--- src/ipf_cfg.svh ---
`ifndef IPF_CFG_SVH
`define IPF_CFG_SVH

// block edge in pixels
`define IPF_BLOCK 16

// row and column counter width
`define IPF_BLOCK_LOG 4

// bits per pixel
`define IPF_PIX_W 8

// frame address width
`define IPF_ADDR_W 14

// block coordinate width
`define IPF_LCU_W 3

// frame width in pixels, eight blocks across
`define IPF_FRAME_W 128

// band count for band offset
// pixel value shifted down by three
`define IPF_BANDS 32

`endif

--- src/ipf_pkg.sv ---
`include "ipf_cfg.svh"

package ipf_pkg;

    // filter type as sampled per block
    // type 3 behaves like off
    typedef enum logic [1:0] {
        mode_off  = 2'd0,
        mode_band = 2'd1,
        mode_edge = 2'd2,
        mode_pass = 2'd3
    } ipf_mode_t;

    // one pixel sample
    typedef logic [`IPF_PIX_W-1:0] pix_t;

    // four signed nibbles in one word
    // element 0 sits in the top nibble
    typedef logic [0:3][3:0] offset_set_t;

endpackage

--- src/ipf_pixel_in.sv ---
`timescale 1ns/1ps
`include "ipf_cfg.svh"

module ipf_pixel_in (
    input  logic                       clk,
    input  logic                       reset,
    input  logic                       in_en,
    input  ipf_pkg::pix_t              din,
    input  logic [1:0]                 ipf_type,
    input  logic [4:0]                 ipf_band_pos,
    input  logic [15:0]                ipf_offset,
    input  logic [`IPF_LCU_W-1:0]      lcu_x,
    input  logic [`IPF_LCU_W-1:0]      lcu_y,
    output logic                       cen_valid,
    output logic                       cen_last,
    output ipf_pkg::pix_t              left_pix,
    output ipf_pkg::pix_t              cen_pix,
    output ipf_pkg::pix_t              right_pix,
    output ipf_pkg::ipf_mode_t         cen_mode,
    output logic [4:0]                 cen_band_pos,
    output ipf_pkg::offset_set_t       cen_offset,
    output logic [`IPF_BLOCK_LOG-1:0]  cen_row,
    output logic [`IPF_BLOCK_LOG-1:0]  cen_col,
    output logic [`IPF_LCU_W-1:0]      cen_lcu_x,
    output logic [`IPF_LCU_W-1:0]      cen_lcu_y
);

    localparam logic [`IPF_BLOCK_LOG-1:0] edge_idx = `IPF_BLOCK_LOG'(`IPF_BLOCK - 1);

    // raster position of the incoming pixel
    logic [`IPF_BLOCK_LOG-1:0] col;
    logic [`IPF_BLOCK_LOG-1:0] row;
    logic                      col_end;
    logic                      row_end;
    logic                      blk_first;

    // newest window slot with its side data
    logic                      new_valid;
    ipf_pkg::pix_t             new_pix;
    logic [`IPF_BLOCK_LOG-1:0] new_row;
    logic [`IPF_BLOCK_LOG-1:0] new_col;
    ipf_pkg::ipf_mode_t        new_mode;
    logic [4:0]                new_band_pos;
    ipf_pkg::offset_set_t      new_offset;
    logic [`IPF_LCU_W-1:0]     new_lcu_x;
    logic [`IPF_LCU_W-1:0]     new_lcu_y;

    assign col_end   = (col == edge_idx);
    assign row_end   = (row == edge_idx);
    assign blk_first = (col == '0) && (row == '0);

    // right neighbour is simply the newest slot
    assign right_pix = new_pix;

    // counters step once per input pixel
    always_ff @(posedge clk or posedge reset) begin
        if (reset) begin
            col <= '0;
            row <= '0;
        end else if (in_en) begin
            col <= col_end ? '0 : col + 1'b1;
            if (col_end) begin
                row <= row_end ? '0 : row + 1'b1;
            end
        end
    end

    // valid and image end flags
    always_ff @(posedge clk or posedge reset) begin
        if (reset) begin
            new_valid <= 1'b0;
            cen_valid <= 1'b0;
            cen_last  <= 1'b0;
        end else begin
            new_valid <= in_en;
            cen_valid <= new_valid;
            // block end with no pixel behind it
            cen_last  <= new_valid && !in_en && (new_row == edge_idx) && (new_col == edge_idx);
        end
    end

    // newest slot loads on in_en only
    always_ff @(posedge clk) begin
        if (in_en) begin
            new_pix <= din;
            new_row <= row;
            new_col <= col;
            // block parameters held from the first pixel on
            if (blk_first) begin
                new_mode     <= ipf_pkg::ipf_mode_t'(ipf_type);
                new_band_pos <= ipf_band_pos;
                new_offset   <= ipf_offset;
                new_lcu_x    <= lcu_x;
                new_lcu_y    <= lcu_y;
            end
        end
    end

    // centre and left slots shift every clock
    always_ff @(posedge clk) begin
        left_pix     <= cen_pix;
        cen_pix      <= new_pix;
        cen_row      <= new_row;
        cen_col      <= new_col;
        cen_mode     <= new_mode;
        cen_band_pos <= new_band_pos;
        cen_offset   <= new_offset;
        cen_lcu_x    <= new_lcu_x;
        cen_lcu_y    <= new_lcu_y;
    end

endmodule

--- src/ipf_offset_core.sv ---
`timescale 1ns/1ps
`include "ipf_cfg.svh"

module ipf_offset_core (
    input  ipf_pkg::pix_t              left_pix,
    input  ipf_pkg::pix_t              cen_pix,
    input  ipf_pkg::pix_t              right_pix,
    input  ipf_pkg::ipf_mode_t         cen_mode,
    input  logic [4:0]                 cen_band_pos,
    input  ipf_pkg::offset_set_t       cen_offset,
    input  logic [`IPF_BLOCK_LOG-1:0]  cen_col,
    output ipf_pkg::pix_t              filt_pix
);

    localparam logic [4:0] band_max = 5'(`IPF_BANDS - 1);
    localparam logic [`IPF_BLOCK_LOG-1:0] edge_idx = `IPF_BLOCK_LOG'(`IPF_BLOCK - 1);

    // one result per offset nibble
    ipf_pkg::pix_t add_out [4];

    // band offset
    logic [4:0]    pix_band;
    logic [4:0]    band_lo;
    logic [4:0]    band_hi;
    logic          band_hit;
    ipf_pkg::pix_t band_pix;

    // horizontal edge offset
    logic [`IPF_PIX_W:0] mid_sum;
    ipf_pkg::pix_t       mid;
    logic                below_nb;
    logic                above_nb;
    logic                below_mid;
    logic                above_mid;
    logic                side_col;
    ipf_pkg::pix_t       edge_pix;

    // pixel plus signed nibble, clamped to pixel range
    function automatic ipf_pkg::pix_t sat_add(ipf_pkg::pix_t pix, logic [3:0] off);
        logic signed [`IPF_PIX_W+1:0] sum;
        ipf_pkg::pix_t                res;
        sum = $signed({2'b00, pix}) + $signed({{(`IPF_PIX_W - 2){off[3]}}, off});
        // top bit set means below zero
        if (sum[`IPF_PIX_W+1]) begin
            res = '0;
        end else if (sum[`IPF_PIX_W]) begin
            res = '1;
        end else begin
            res = sum[`IPF_PIX_W-1:0];
        end
        return res;
    endfunction

    // four adders side by side
    always_comb begin
        for (int i = 0; i < 4; i++) begin
            add_out[i] = sat_add(cen_pix, cen_offset[i]);
        end
    end

    // band of the centre pixel
    assign pix_band = cen_pix[`IPF_PIX_W-1:3];

    // neighbouring bands, clamped at the ends
    assign band_lo = (cen_band_pos == 5'd0) ? 5'd0 : cen_band_pos - 5'd1;
    assign band_hi = (cen_band_pos == band_max) ? band_max : cen_band_pos + 5'd1;

    assign band_hit = (pix_band == cen_band_pos) || (pix_band == band_lo) ||
                      (pix_band == band_hi);

    // protected bands pass, others pick by bits 4 and 3
    assign band_pix = band_hit ? cen_pix : add_out[cen_pix[4:3]];

    // rounded down average of the neighbours
    assign mid_sum = {1'b0, left_pix} + {1'b0, right_pix};
    assign mid     = mid_sum[`IPF_PIX_W:1];

    assign below_nb  = (cen_pix < left_pix) && (cen_pix < right_pix);
    assign above_nb  = (cen_pix > left_pix) && (cen_pix > right_pix);
    assign below_mid = (cen_pix < mid);
    assign above_mid = (cen_pix > mid);

    // no full neighbour pair at the block sides
    assign side_col = (cen_col == '0) || (cen_col == edge_idx);

    always_comb begin
        if (side_col) begin
            edge_pix = cen_pix;
        end else if (below_nb && below_mid) begin
            // local minimum
            edge_pix = add_out[0];
        end else if (above_nb && above_mid) begin
            // local maximum
            edge_pix = add_out[3];
        end else if (below_mid) begin
            edge_pix = add_out[1];
        end else if (above_mid) begin
            edge_pix = add_out[2];
        end else begin
            // flat against mid
            edge_pix = cen_pix;
        end
    end

    // mode select
    always_comb begin
        case (cen_mode)
            ipf_pkg::mode_band: filt_pix = band_pix;
            ipf_pkg::mode_edge: filt_pix = edge_pix;
            // off and pass
            default:            filt_pix = cen_pix;
        endcase
    end

endmodule

--- src/ipf_out_stage.sv ---
`timescale 1ns/1ps
`include "ipf_cfg.svh"

module ipf_out_stage (
    input  logic                       clk,
    input  logic                       reset,
    input  logic                       cen_valid,
    input  logic                       cen_last,
    input  ipf_pkg::pix_t              filt_pix,
    input  logic [`IPF_BLOCK_LOG-1:0]  cen_row,
    input  logic [`IPF_BLOCK_LOG-1:0]  cen_col,
    input  logic [`IPF_LCU_W-1:0]      cen_lcu_x,
    input  logic [`IPF_LCU_W-1:0]      cen_lcu_y,
    output logic                       out_en,
    output ipf_pkg::pix_t              dout,
    output logic [`IPF_ADDR_W-1:0]     dout_addr,
    output logic                       finish
);

    // frame address of the centre pixel
    logic [`IPF_ADDR_W-1:0] addr_next;

    // image last pixel went out on the previous edge
    logic last_out;

    // block row stride, then pixel row stride, then block column
    assign addr_next = `IPF_ADDR_W'(cen_lcu_y * (`IPF_BLOCK * `IPF_FRAME_W) +
                                    cen_row * `IPF_FRAME_W +
                                    cen_lcu_x * `IPF_BLOCK +
                                    cen_col);

    always_ff @(posedge clk or posedge reset) begin
        if (reset) begin
            out_en    <= 1'b0;
            dout      <= '0;
            dout_addr <= '0;
            last_out  <= 1'b0;
            finish    <= 1'b0;
        end else begin
            out_en   <= cen_valid;
            last_out <= cen_valid && cen_last;
            // sticky until reset
            finish   <= finish || last_out;
            // hold last beat while idle
            if (cen_valid) begin
                dout      <= filt_pix;
                dout_addr <= addr_next;
            end
        end
    end

endmodule

--- src/ipf_top.sv ---
`timescale 1ns/1ps
`include "ipf_cfg.svh"

module ipf_top (
    input  logic                    clk,
    input  logic                    reset,
    input  logic                    in_en,
    input  ipf_pkg::pix_t           din,
    input  logic [1:0]              ipf_type,
    input  logic [4:0]              ipf_band_pos,
    input  logic [15:0]             ipf_offset,
    input  logic [`IPF_LCU_W-1:0]   lcu_x,
    input  logic [`IPF_LCU_W-1:0]   lcu_y,
    output logic                    out_en,
    output ipf_pkg::pix_t           dout,
    output logic [`IPF_ADDR_W-1:0]  dout_addr,
    output logic                    finish
);

    // centre slot and its neighbours
    logic                      cen_valid;
    logic                      cen_last;
    ipf_pkg::pix_t             left_pix;
    ipf_pkg::pix_t             cen_pix;
    ipf_pkg::pix_t             right_pix;
    ipf_pkg::ipf_mode_t        cen_mode;
    logic [4:0]                cen_band_pos;
    ipf_pkg::offset_set_t      cen_offset;
    logic [`IPF_BLOCK_LOG-1:0] cen_row;
    logic [`IPF_BLOCK_LOG-1:0] cen_col;
    logic [`IPF_LCU_W-1:0]     cen_lcu_x;
    logic [`IPF_LCU_W-1:0]     cen_lcu_y;

    // filtered centre pixel
    ipf_pkg::pix_t             filt_pix;

    // two cycles to the centre slot
    ipf_pixel_in u_pixel_in (
        .clk          (clk),
        .reset        (reset),
        .in_en        (in_en),
        .din          (din),
        .ipf_type     (ipf_type),
        .ipf_band_pos (ipf_band_pos),
        .ipf_offset   (ipf_offset),
        .lcu_x        (lcu_x),
        .lcu_y        (lcu_y),
        .cen_valid    (cen_valid),
        .cen_last     (cen_last),
        .left_pix     (left_pix),
        .cen_pix      (cen_pix),
        .right_pix    (right_pix),
        .cen_mode     (cen_mode),
        .cen_band_pos (cen_band_pos),
        .cen_offset   (cen_offset),
        .cen_row      (cen_row),
        .cen_col      (cen_col),
        .cen_lcu_x    (cen_lcu_x),
        .cen_lcu_y    (cen_lcu_y)
    );

    // combinational filter on the centre
    ipf_offset_core u_offset_core (
        .left_pix     (left_pix),
        .cen_pix      (cen_pix),
        .right_pix    (right_pix),
        .cen_mode     (cen_mode),
        .cen_band_pos (cen_band_pos),
        .cen_offset   (cen_offset),
        .cen_col      (cen_col),
        .filt_pix     (filt_pix)
    );

    // output register and frame address
    ipf_out_stage u_out_stage (
        .clk          (clk),
        .reset        (reset),
        .cen_valid    (cen_valid),
        .cen_last     (cen_last),
        .filt_pix     (filt_pix),
        .cen_row      (cen_row),
        .cen_col      (cen_col),
        .cen_lcu_x    (cen_lcu_x),
        .cen_lcu_y    (cen_lcu_y),
        .out_en       (out_en),
        .dout         (dout),
        .dout_addr    (dout_addr),
        .finish       (finish)
    );

endmodule

--- config.mk ---
export PLATFORM = sky130hd
export DESIGN_NAME = ipf_top
export DESIGN_NICKNAME = d
export VERILOG_FILES = /design/src/ipf_pkg.sv /design/src/ipf_pixel_in.sv /design/src/ipf_offset_core.sv /design/src/ipf_out_stage.sv /design/src/ipf_top.sv
export VERILOG_INCLUDE_DIRS = /design/src
export SDC_FILE = /design/constraint.sdc
export NUM_CORES = 1
export LEC_CHECK = 0
export BUFFER_PORTS_ARGS = -buffer_cell sky130_fd_sc_hd__buf_4
export CORE_ASPECT_RATIO = 0.75
export CORE_MARGIN = 4
export CORE_UTILIZATION = 45
export CTS_CLUSTER_SIZE = 20
export DETAILED_ROUTE_END_ITERATION = 6
export GPL_TIMING_DRIVEN = 0
export PLACE_DENSITY = 0.61
export RECOVER_POWER = 100
export SETUP_SLACK_MARGIN = 0.1
export SLEW_MARGIN = 5
export SYNTH_ARGS = -nofsm -noshare
export SYNTH_HDL_FRONTEND = slang
export SYNTH_SLANG_ARGS = --single-unit
--- constraint.sdc ---
create_clock -name clk -period 12.5 [get_ports clk]
set_input_delay 0.625 -clock clk [delete_from_list [all_inputs] [get_ports clk]]
set_output_delay 0.625 -clock clk [all_outputs]
set_load 0.01 [all_outputs]
==> summary.md, run 1 <==
| Metric | Value |
|---|---|
| Top Ports | 64 |
| Nets@finish | 1000 |
| Reg-to-Reg End | u_out_stage.dout[1] |
| CP arrival | 4830 ps |
| R2r setup slk | 7970 ps |
| Setup Crit Path Kind | flop to flop |
| Power per cell area | 150 mW/mm2 |
| DRC | 0 |
| Max-slew violation count | 0 |
| Avg WL per Cell | 18.8 um |
| Asr flop ratio synth | 26.9% |
| Initial Utilization | 46.6% |
| Yosys top cell by area | edfxtp_1 |
| Worst reg2reg startpoint | u_pixel_in.right_pix[0] |
| Worst reg2reg path depth | 19 |
| Top_reg_cell synth | dfxtp_1 |
| Area share of the largest cell type after synthesis | 17.0% |
| Register bit total from synthesis | 134 |
| Clk buf depth | 2 |
| Slowest CP cell | a2111oi_0 |
| Clock latency on the worst-skew pair | 430 ps |
| CTS resizes | 0 |
| Post-synthesis instance total | 793 |
| Main combinational cell family by area after synthesis | compound AO/OA/AOI/OAI gates |
| Overflow after GRT | 0 |
| Most frequent cells in the layout | ha_1, inv_1, dfxtp_1 |
| Finish-stage setup viols | 0 |
| Hold Slack | 340 ps |
| Synthesized cell area | 0.00796 mm2 |
| Clock-pin slew on the worst setup and hold paths | 60 ps |
| Die ar. | 0.0199 mm2 |
| Maximum vdd drop | 0.0830 mV |
| Final core occ | 54.0% |
| Synth Warn # | 0 |
| Hold EP | u_pixel_in.cen_mode[1] |
| Pleak | 0.00380 uW |
| Required @ worst endpoint | 12800 ps |
| H-tree depth | 4 |
| Placeable Area | 0.0171 mm2 |
| Outcome | finished, final reports clean |
| Ranking of synthesized cells by area | edfxtp_1, dfxtp_1, ha_1 |
| Cell Rows | 41 |
| Hold_buf cts | 0 |
| Antenna violations before repair | 0 |
| Adder-cell share of the synthesized area | 13.1% |
| Final Non-Filler Cells | 1129 |
| Final period utilization | 36.2% |
| RSZ-0062 raised after global routing | false |
| Setup bufs post-CTS | 0 |
| Die X-Extent | 162 um |
| Aggregate negative setup slack | 0 ps |
| GR Util All Layers | 21.6% |
| Layout cells sized above 1 | 12.3% |
| First-pass GRT wire length | 33.6 mm |
| Filler cells | 1563 |
| Post-DRT Antenna Nets | 0 |
| Initial DRC Count | 519 |
| Final WL | 21.2 mm |
| Die Span Y | 123 um |
| Top delay family on crit path | compound AO/OA/AOI/OAI gates |
| Hold depth | 0 |
| Inst Count DP | 1097 |
| Buf+Inv Stages, Crit Path | 0 |
| Seq/Total Area, Yosys | 41.6% |
| Hpwl dp | 16.1 mm |
| Xor/xnor share of the synthesized area | 4.51% |
| Fin. Hold Viols | 0 |
| Initial DRT Pass Iterations | 5 |
| HP Start | u_pixel_in.new_mode[1] |
| Worst slew pin tran | 1440 ps |
| Netlist cell types | 76 |
| Crit-path max FO | 6 |
| CTS Sinks | 134 |
| Worst stage delay on the critical path | 670 ps |
| Hold crit path type | flop to flop |
| Worst Setup Start Kind | flop |
| Input/output buffers | 63 |
| Largest net degree at the start of global routing | 37 |
| F_max | 221 MHz |
| Clock skew | 10.6 ps |
| Vias in the first global route | 6395 |
| TritonCTS clock tree | done |
| Share of synthesized area spent on multiplexers | 3.18% |
| Routed via count | 6500 |
| Fin crit period | 4530 ps |
| Synth Area in Compound Gates | 20.9% |
| Vias per cell | 5.76 |
| Simple-Gate Fraction of Synth Area | 12.9% |
| Avg Cell Area, Syn | 10.0 um2 |
| GPL Wtd Cong | 0.897 |
| Setup crit end kind | flop |
| Post-synth EDFFs | 45 |
| Post-Syn Nets | 913 |
| Antenna cells | 0 |
| Area grow syn2layout | 16.1% |
| Most common cell after layout, fill and taps aside | ha_1 |
| Crit-path cells | and2_0, fa_1, a21oi_1, nor2_1, nor2_1, o21bai_1, a21oi_1, o21bai_1, a21oi_1, ha_1, nand4_1, nor2_1, a211o_1, o21bai_1, or4_1, a21oi_2, a2111oi_0, a211o_1, nand3_1 |
| WP depth | 19 |
| Max Cap Viol | 0 |
| TritonCTS Buffers | 17 |
| Overall Power | 1380 uW |
| Relative slew margins | 3.60% |
| Root Buffer | clkbuf_16 |
synth_stat cells (20+ instances only):
library cell,count
nand2_1,28
dfxtp_1,53
dfrtp_1,36
edfxtp_1,45
o211ai_1,20
xnor2_1,29
a21oi_1,47
inv_1,57
o21ai_0,43
nor2_1,51
ha_1,75
nand3_1,29
logic make-up after synthesis:
group,Yosys count
AO/OA/AOI/OAI,240
flip-flops,134
AND/OR/NAND/NOR,196
adder cells (fa/ha/maj),80
buffers and inverters,79
XOR/XNOR,41
multiplexers,23
worst max path at each step:
stage,startpoint,to,slack [ps]
6_report,u_pixel_in.right_pix[0],u_out_stage.dout[1],7970
5_1_grt,u_pixel_in.right_pix[0],u_out_stage.dout[1],7650
4_1_cts,u_pixel_in.right_pix[0],u_out_stage.dout[7],8000
3_5_place_dp,u_pixel_in.right_pix[0],u_out_stage.dout[7],8050
3_3_place_gp,in_en,u_pixel_in.new_offset[9],5480
2_1_floorplan,u_pixel_in.col[0],u_pixel_in.new_band_pos[0],8260
state kept, by name, indices dropped and copies added (netlist names), 5 cells and up:
signal,cells
u_pixel_in.new_offset,16
u_pixel_in.cen_offset,16
u_pixel_in.left_pix,8
u_out_stage.dout_addr,14
u_out_stage.dout,8
u_pixel_in.cen_pix,8
u_pixel_in.cen_band_pos,5
u_pixel_in.new_band_pos,5
u_pixel_in.right_pix,8
power by group:
part	internal (uW)	leakage (uW)	switching, uW
clock	283	0.000281	216
combinational	133	0.00222	194
sequential	507	0.00130	48.2
total	923	0.00380	458
worst register-to-register path: cells and delay by family, from the launching register on:
family	cells	cell delay (ps)
AOI/OAI and AO/OA	10	2040
adders and majority gates	2	560
DFF	1	420
and+or+nand+nor	7	1400
layout make-up:
type | count | area [um2] | area share [%]
Clock buffer | 17 | 425 | 4.61
Inverter | 58 | 218 | 2.36
Buffer | 21 | 83.8 | 0.908
Clock inverter | 15 | 163 | 1.76
Multi-Input combinational cell | 580 | 4340 | 47.0
Tap cell | 236 | 295 | 3.20
Timing Repair Buffer | 68 | 398 | 4.31
Sequential cell | 134 | 3310 | 35.9
metrics by stage:
stage | setup WS [ps] | cell area, um2
2_1_floorplan | 8260 | 7960
3_3_place_gp | 5480 | 8720
3_5_place_dp | 8050 | 8770
4_1_cts | 8000 | 9360
5_1_grt | 7650 | 9230
6_report | 7970 | 9230
layer usage:
layer,vias to the layer above,global-route usage (%),share of wire [%]
li1,3147,-,-
met1,3136,31.2,49
met2,184,32.9,43
met3,33,3.70,4.5
met4,0,7.99,2.6
met5,-,0,0
Note: power is estimated with default switching activity, not from simulation.
==> run 2, diff against run 1 <==
PLACE_DENSITY = 0.63   (was 0.61)
clock period = 3.68 ns   (was 12.5 ns; I/O delays follow)
==> run 2 against run 1 <==
  * The flow now finishes with violations (negative setup slack)
  * Critical path depth is the same
  * Hold slack is essentially flat
  * Global-route usage grew 0.58 points
  * First-iteration DRC count grew 26%
  * Clock skew grew 1.5 ps
  * Non-clock buffer count grew 56
  * Register-to-register slack lost 8300 ps
  * Fmax grew 14%
  * Clock-buffer cell count is the same
  * Combinational power grew to 4.0 times the previous value
  * Via count grew 2.7%
  * Sequential share of layout area shrank 2.8 points
  * Highest routed layer unchanged
==> summary.md, run 2 (synthesis results as in run 1) <==
| Metric | Value |
|---|---|
| Outcome | finished, violations left |
| Failing checks | negative setup slack |
| Post-DRT Antenna Nets | 0 |
| Initial DRT Pass Iterations | 5 |
| Finish-stage setup viols | 8 |
| Worst Setup Start Kind | flop |
| Hold Slack | 339 ps |
| Fin. Hold Viols | 0 |
| Routed via count | 6675 |
| Relative slew margins | 14.6% |
| F_max | 251 MHz |
| Fin crit period | 3980 ps |
| Clk buf depth | 2 |
| Area grow syn2layout | 25.9% |
| Initial Utilization | 46.6% |
| Clock skew | 12.0 ps |
| Placeable Area | 0.0171 mm2 |
| Layout cells sized above 1 | 19.7% |
| RSZ-0062 raised after global routing | true |
| Root Buffer | clkbuf_16 |
| First-pass GRT wire length | 34.5 mm |
| Input/output buffers | 63 |
| Antenna violations before repair | 0 |
| Clock latency on the worst-skew pair | 430 ps |
| Initial DRC Count | 654 |
| Worst slack, placed | -579 ps |
| Max Cap Viol | 0 |
| TritonCTS Buffers | 17 |
| CTS Sinks | 134 |
| Final WL | 21.8 mm |
| GPL Wtd Cong | 0.953 |
| Required @ worst endpoint | 4040 ps |
| Hold crit path type | flop to flop |
| CP arrival | 4340 ps |
| Antenna cells | 0 |
| Setup crit end kind | flop |
| Crit-path max FO | 2 |
| Crit-path cells | and2_4, fa_2, a21oi_2, nor2_1, nor2_1, o21bai_1, a21oi_2, o21bai_1, a21oi_1, ha_1, nand4_1, nor2_4, a211o_1, o21bai_4, or4_4, a21oi_4, a2111oi_2, a211o_1, nand3_2 |
| Nets@finish | 1056 |
| GR Util All Layers | 22.2% |
| Filler cells | 1443 |
| Cell Rows | 41 |
| Buf+Inv Stages, Crit Path | 0 |
| Vias in the first global route | 6631 |
| Vias per cell | 5.63 |
| Power per cell area | 488 mW/mm2 |
| Worst stage delay on the critical path | 520 ps |
| Slowest CP cell | or4_4 |
| Maximum vdd drop | 0.289 mV |
| Die X-Extent | 162 um |
| Worst slew pin tran | 1280 ps |
| Die ar. | 0.0199 mm2 |
| Max-slew violation count | 0 |
| Final period utilization | 108% |
| Most common cell after layout, fill and taps aside | ha_1 |
| Pleak | 0.00420 uW |
| Final core occ | 58.6% |
| Die Span Y | 123 um |
| Biggest registers after layout | u_pixel_in.cen_offset x16, u_pixel_in.new_offset x16, u_out_stage.dout_addr x14 |
| TritonCTS clock tree | done |
| Top Ports | 64 |
| Top delay family on crit path | compound AO/OA/AOI/OAI gates |
| Overflow after GRT | 0 |
| Most frequent cells in the layout | ha_1, inv_1, dfxtp_1 |
| Setup Crit Path Kind | flop to flop |
| DRC | 0 |
| Clock-pin slew on the worst setup and hold paths | 60 ps |
| Largest net degree at the start of global routing | 37 |
| Avg WL per Cell | 18.4 um |
| Fin worst setup slack | -300 ps |
| Hpwl dp | 15.9 mm |
| H-tree depth | 4 |
[run 2: metal layers]
| layer | global-route usage, % | part of all wire [%] | vias up |
|---|---|---|---|
| met5 | 0 | 0 | - |
| met4 | 7.46 | 1.9 | 0 |
| met3 | 5.20 | 4.6 | 29 |
| met2 | 34.7 | 45 | 143 |
| met1 | 30.7 | 49 | 3245 |
| li1 | - | - | 3258 |
[run 2: power by group]
part	leakage, uW	switching, uW	internal [uW]
Combinational	0.00261	715	593
Clock	0.000280	728	959
Sequential	0.00130	169	1720
Total	0.00420	1610	3270
[run 2: path summary, 6_finish.rpt]
kind / from / endpoint / slack (ps) / cells after the start
max in group asynchronous: reset / u_pixel_in.new_valid / 2680 / 3
min: u_pixel_in.new_offset[12] / u_pixel_in.cen_offset[12] / 340 / 0
max reg2reg: u_pixel_in.right_pix[0] / u_out_stage.dout[1] / -300 / 19
min reg2reg: u_pixel_in.new_offset[12] / u_pixel_in.cen_offset[12] / 340 / 0
min in group asynchronous: reset / u_out_stage.dout_addr[6] / 500 / 3
max: u_pixel_in.right_pix[0] / u_out_stage.dout[1] / -300 / 19
[run 2: final cells by class]
cell class / count / area [um2] / area share (%)
timing repair buffer: 124 / 1030 / 10.3
clock buffer: 17 / 425 / 4.25
inverter: 58 / 221 / 2.21
buffer: 21 / 100 / 0.999
tap: 236 / 295 / 2.95
multi-input combinational: 580 / 4470 / 44.6
clock inverter: 15 / 158 / 1.57
sequential: 134 / 3320 / 33.1
[run 2: through the flow]
step                      total power, uW  setup TNS (ps)  cells  instance area (um2)
final                                4890           -1620   1185                10000
after global routing                 5150           -3020   1185                10000
after CTS                            4880            -762   1179                 9960
after detailed placement             3070           -3920   1094                 8770
after global placement               3020          -15600   1092                 8740
after floorplan                      2650               0    793                 7970
[run 2: repair_timing]
item / CTS / global route
setup buffers: 15 / 6
gates resized for setup: 32 / 11
hold endpoints to repair: 73 / 0
hold buffers: 38 / 0
pin swaps: 23 / 7
setup endpoints to repair: 8 / 8
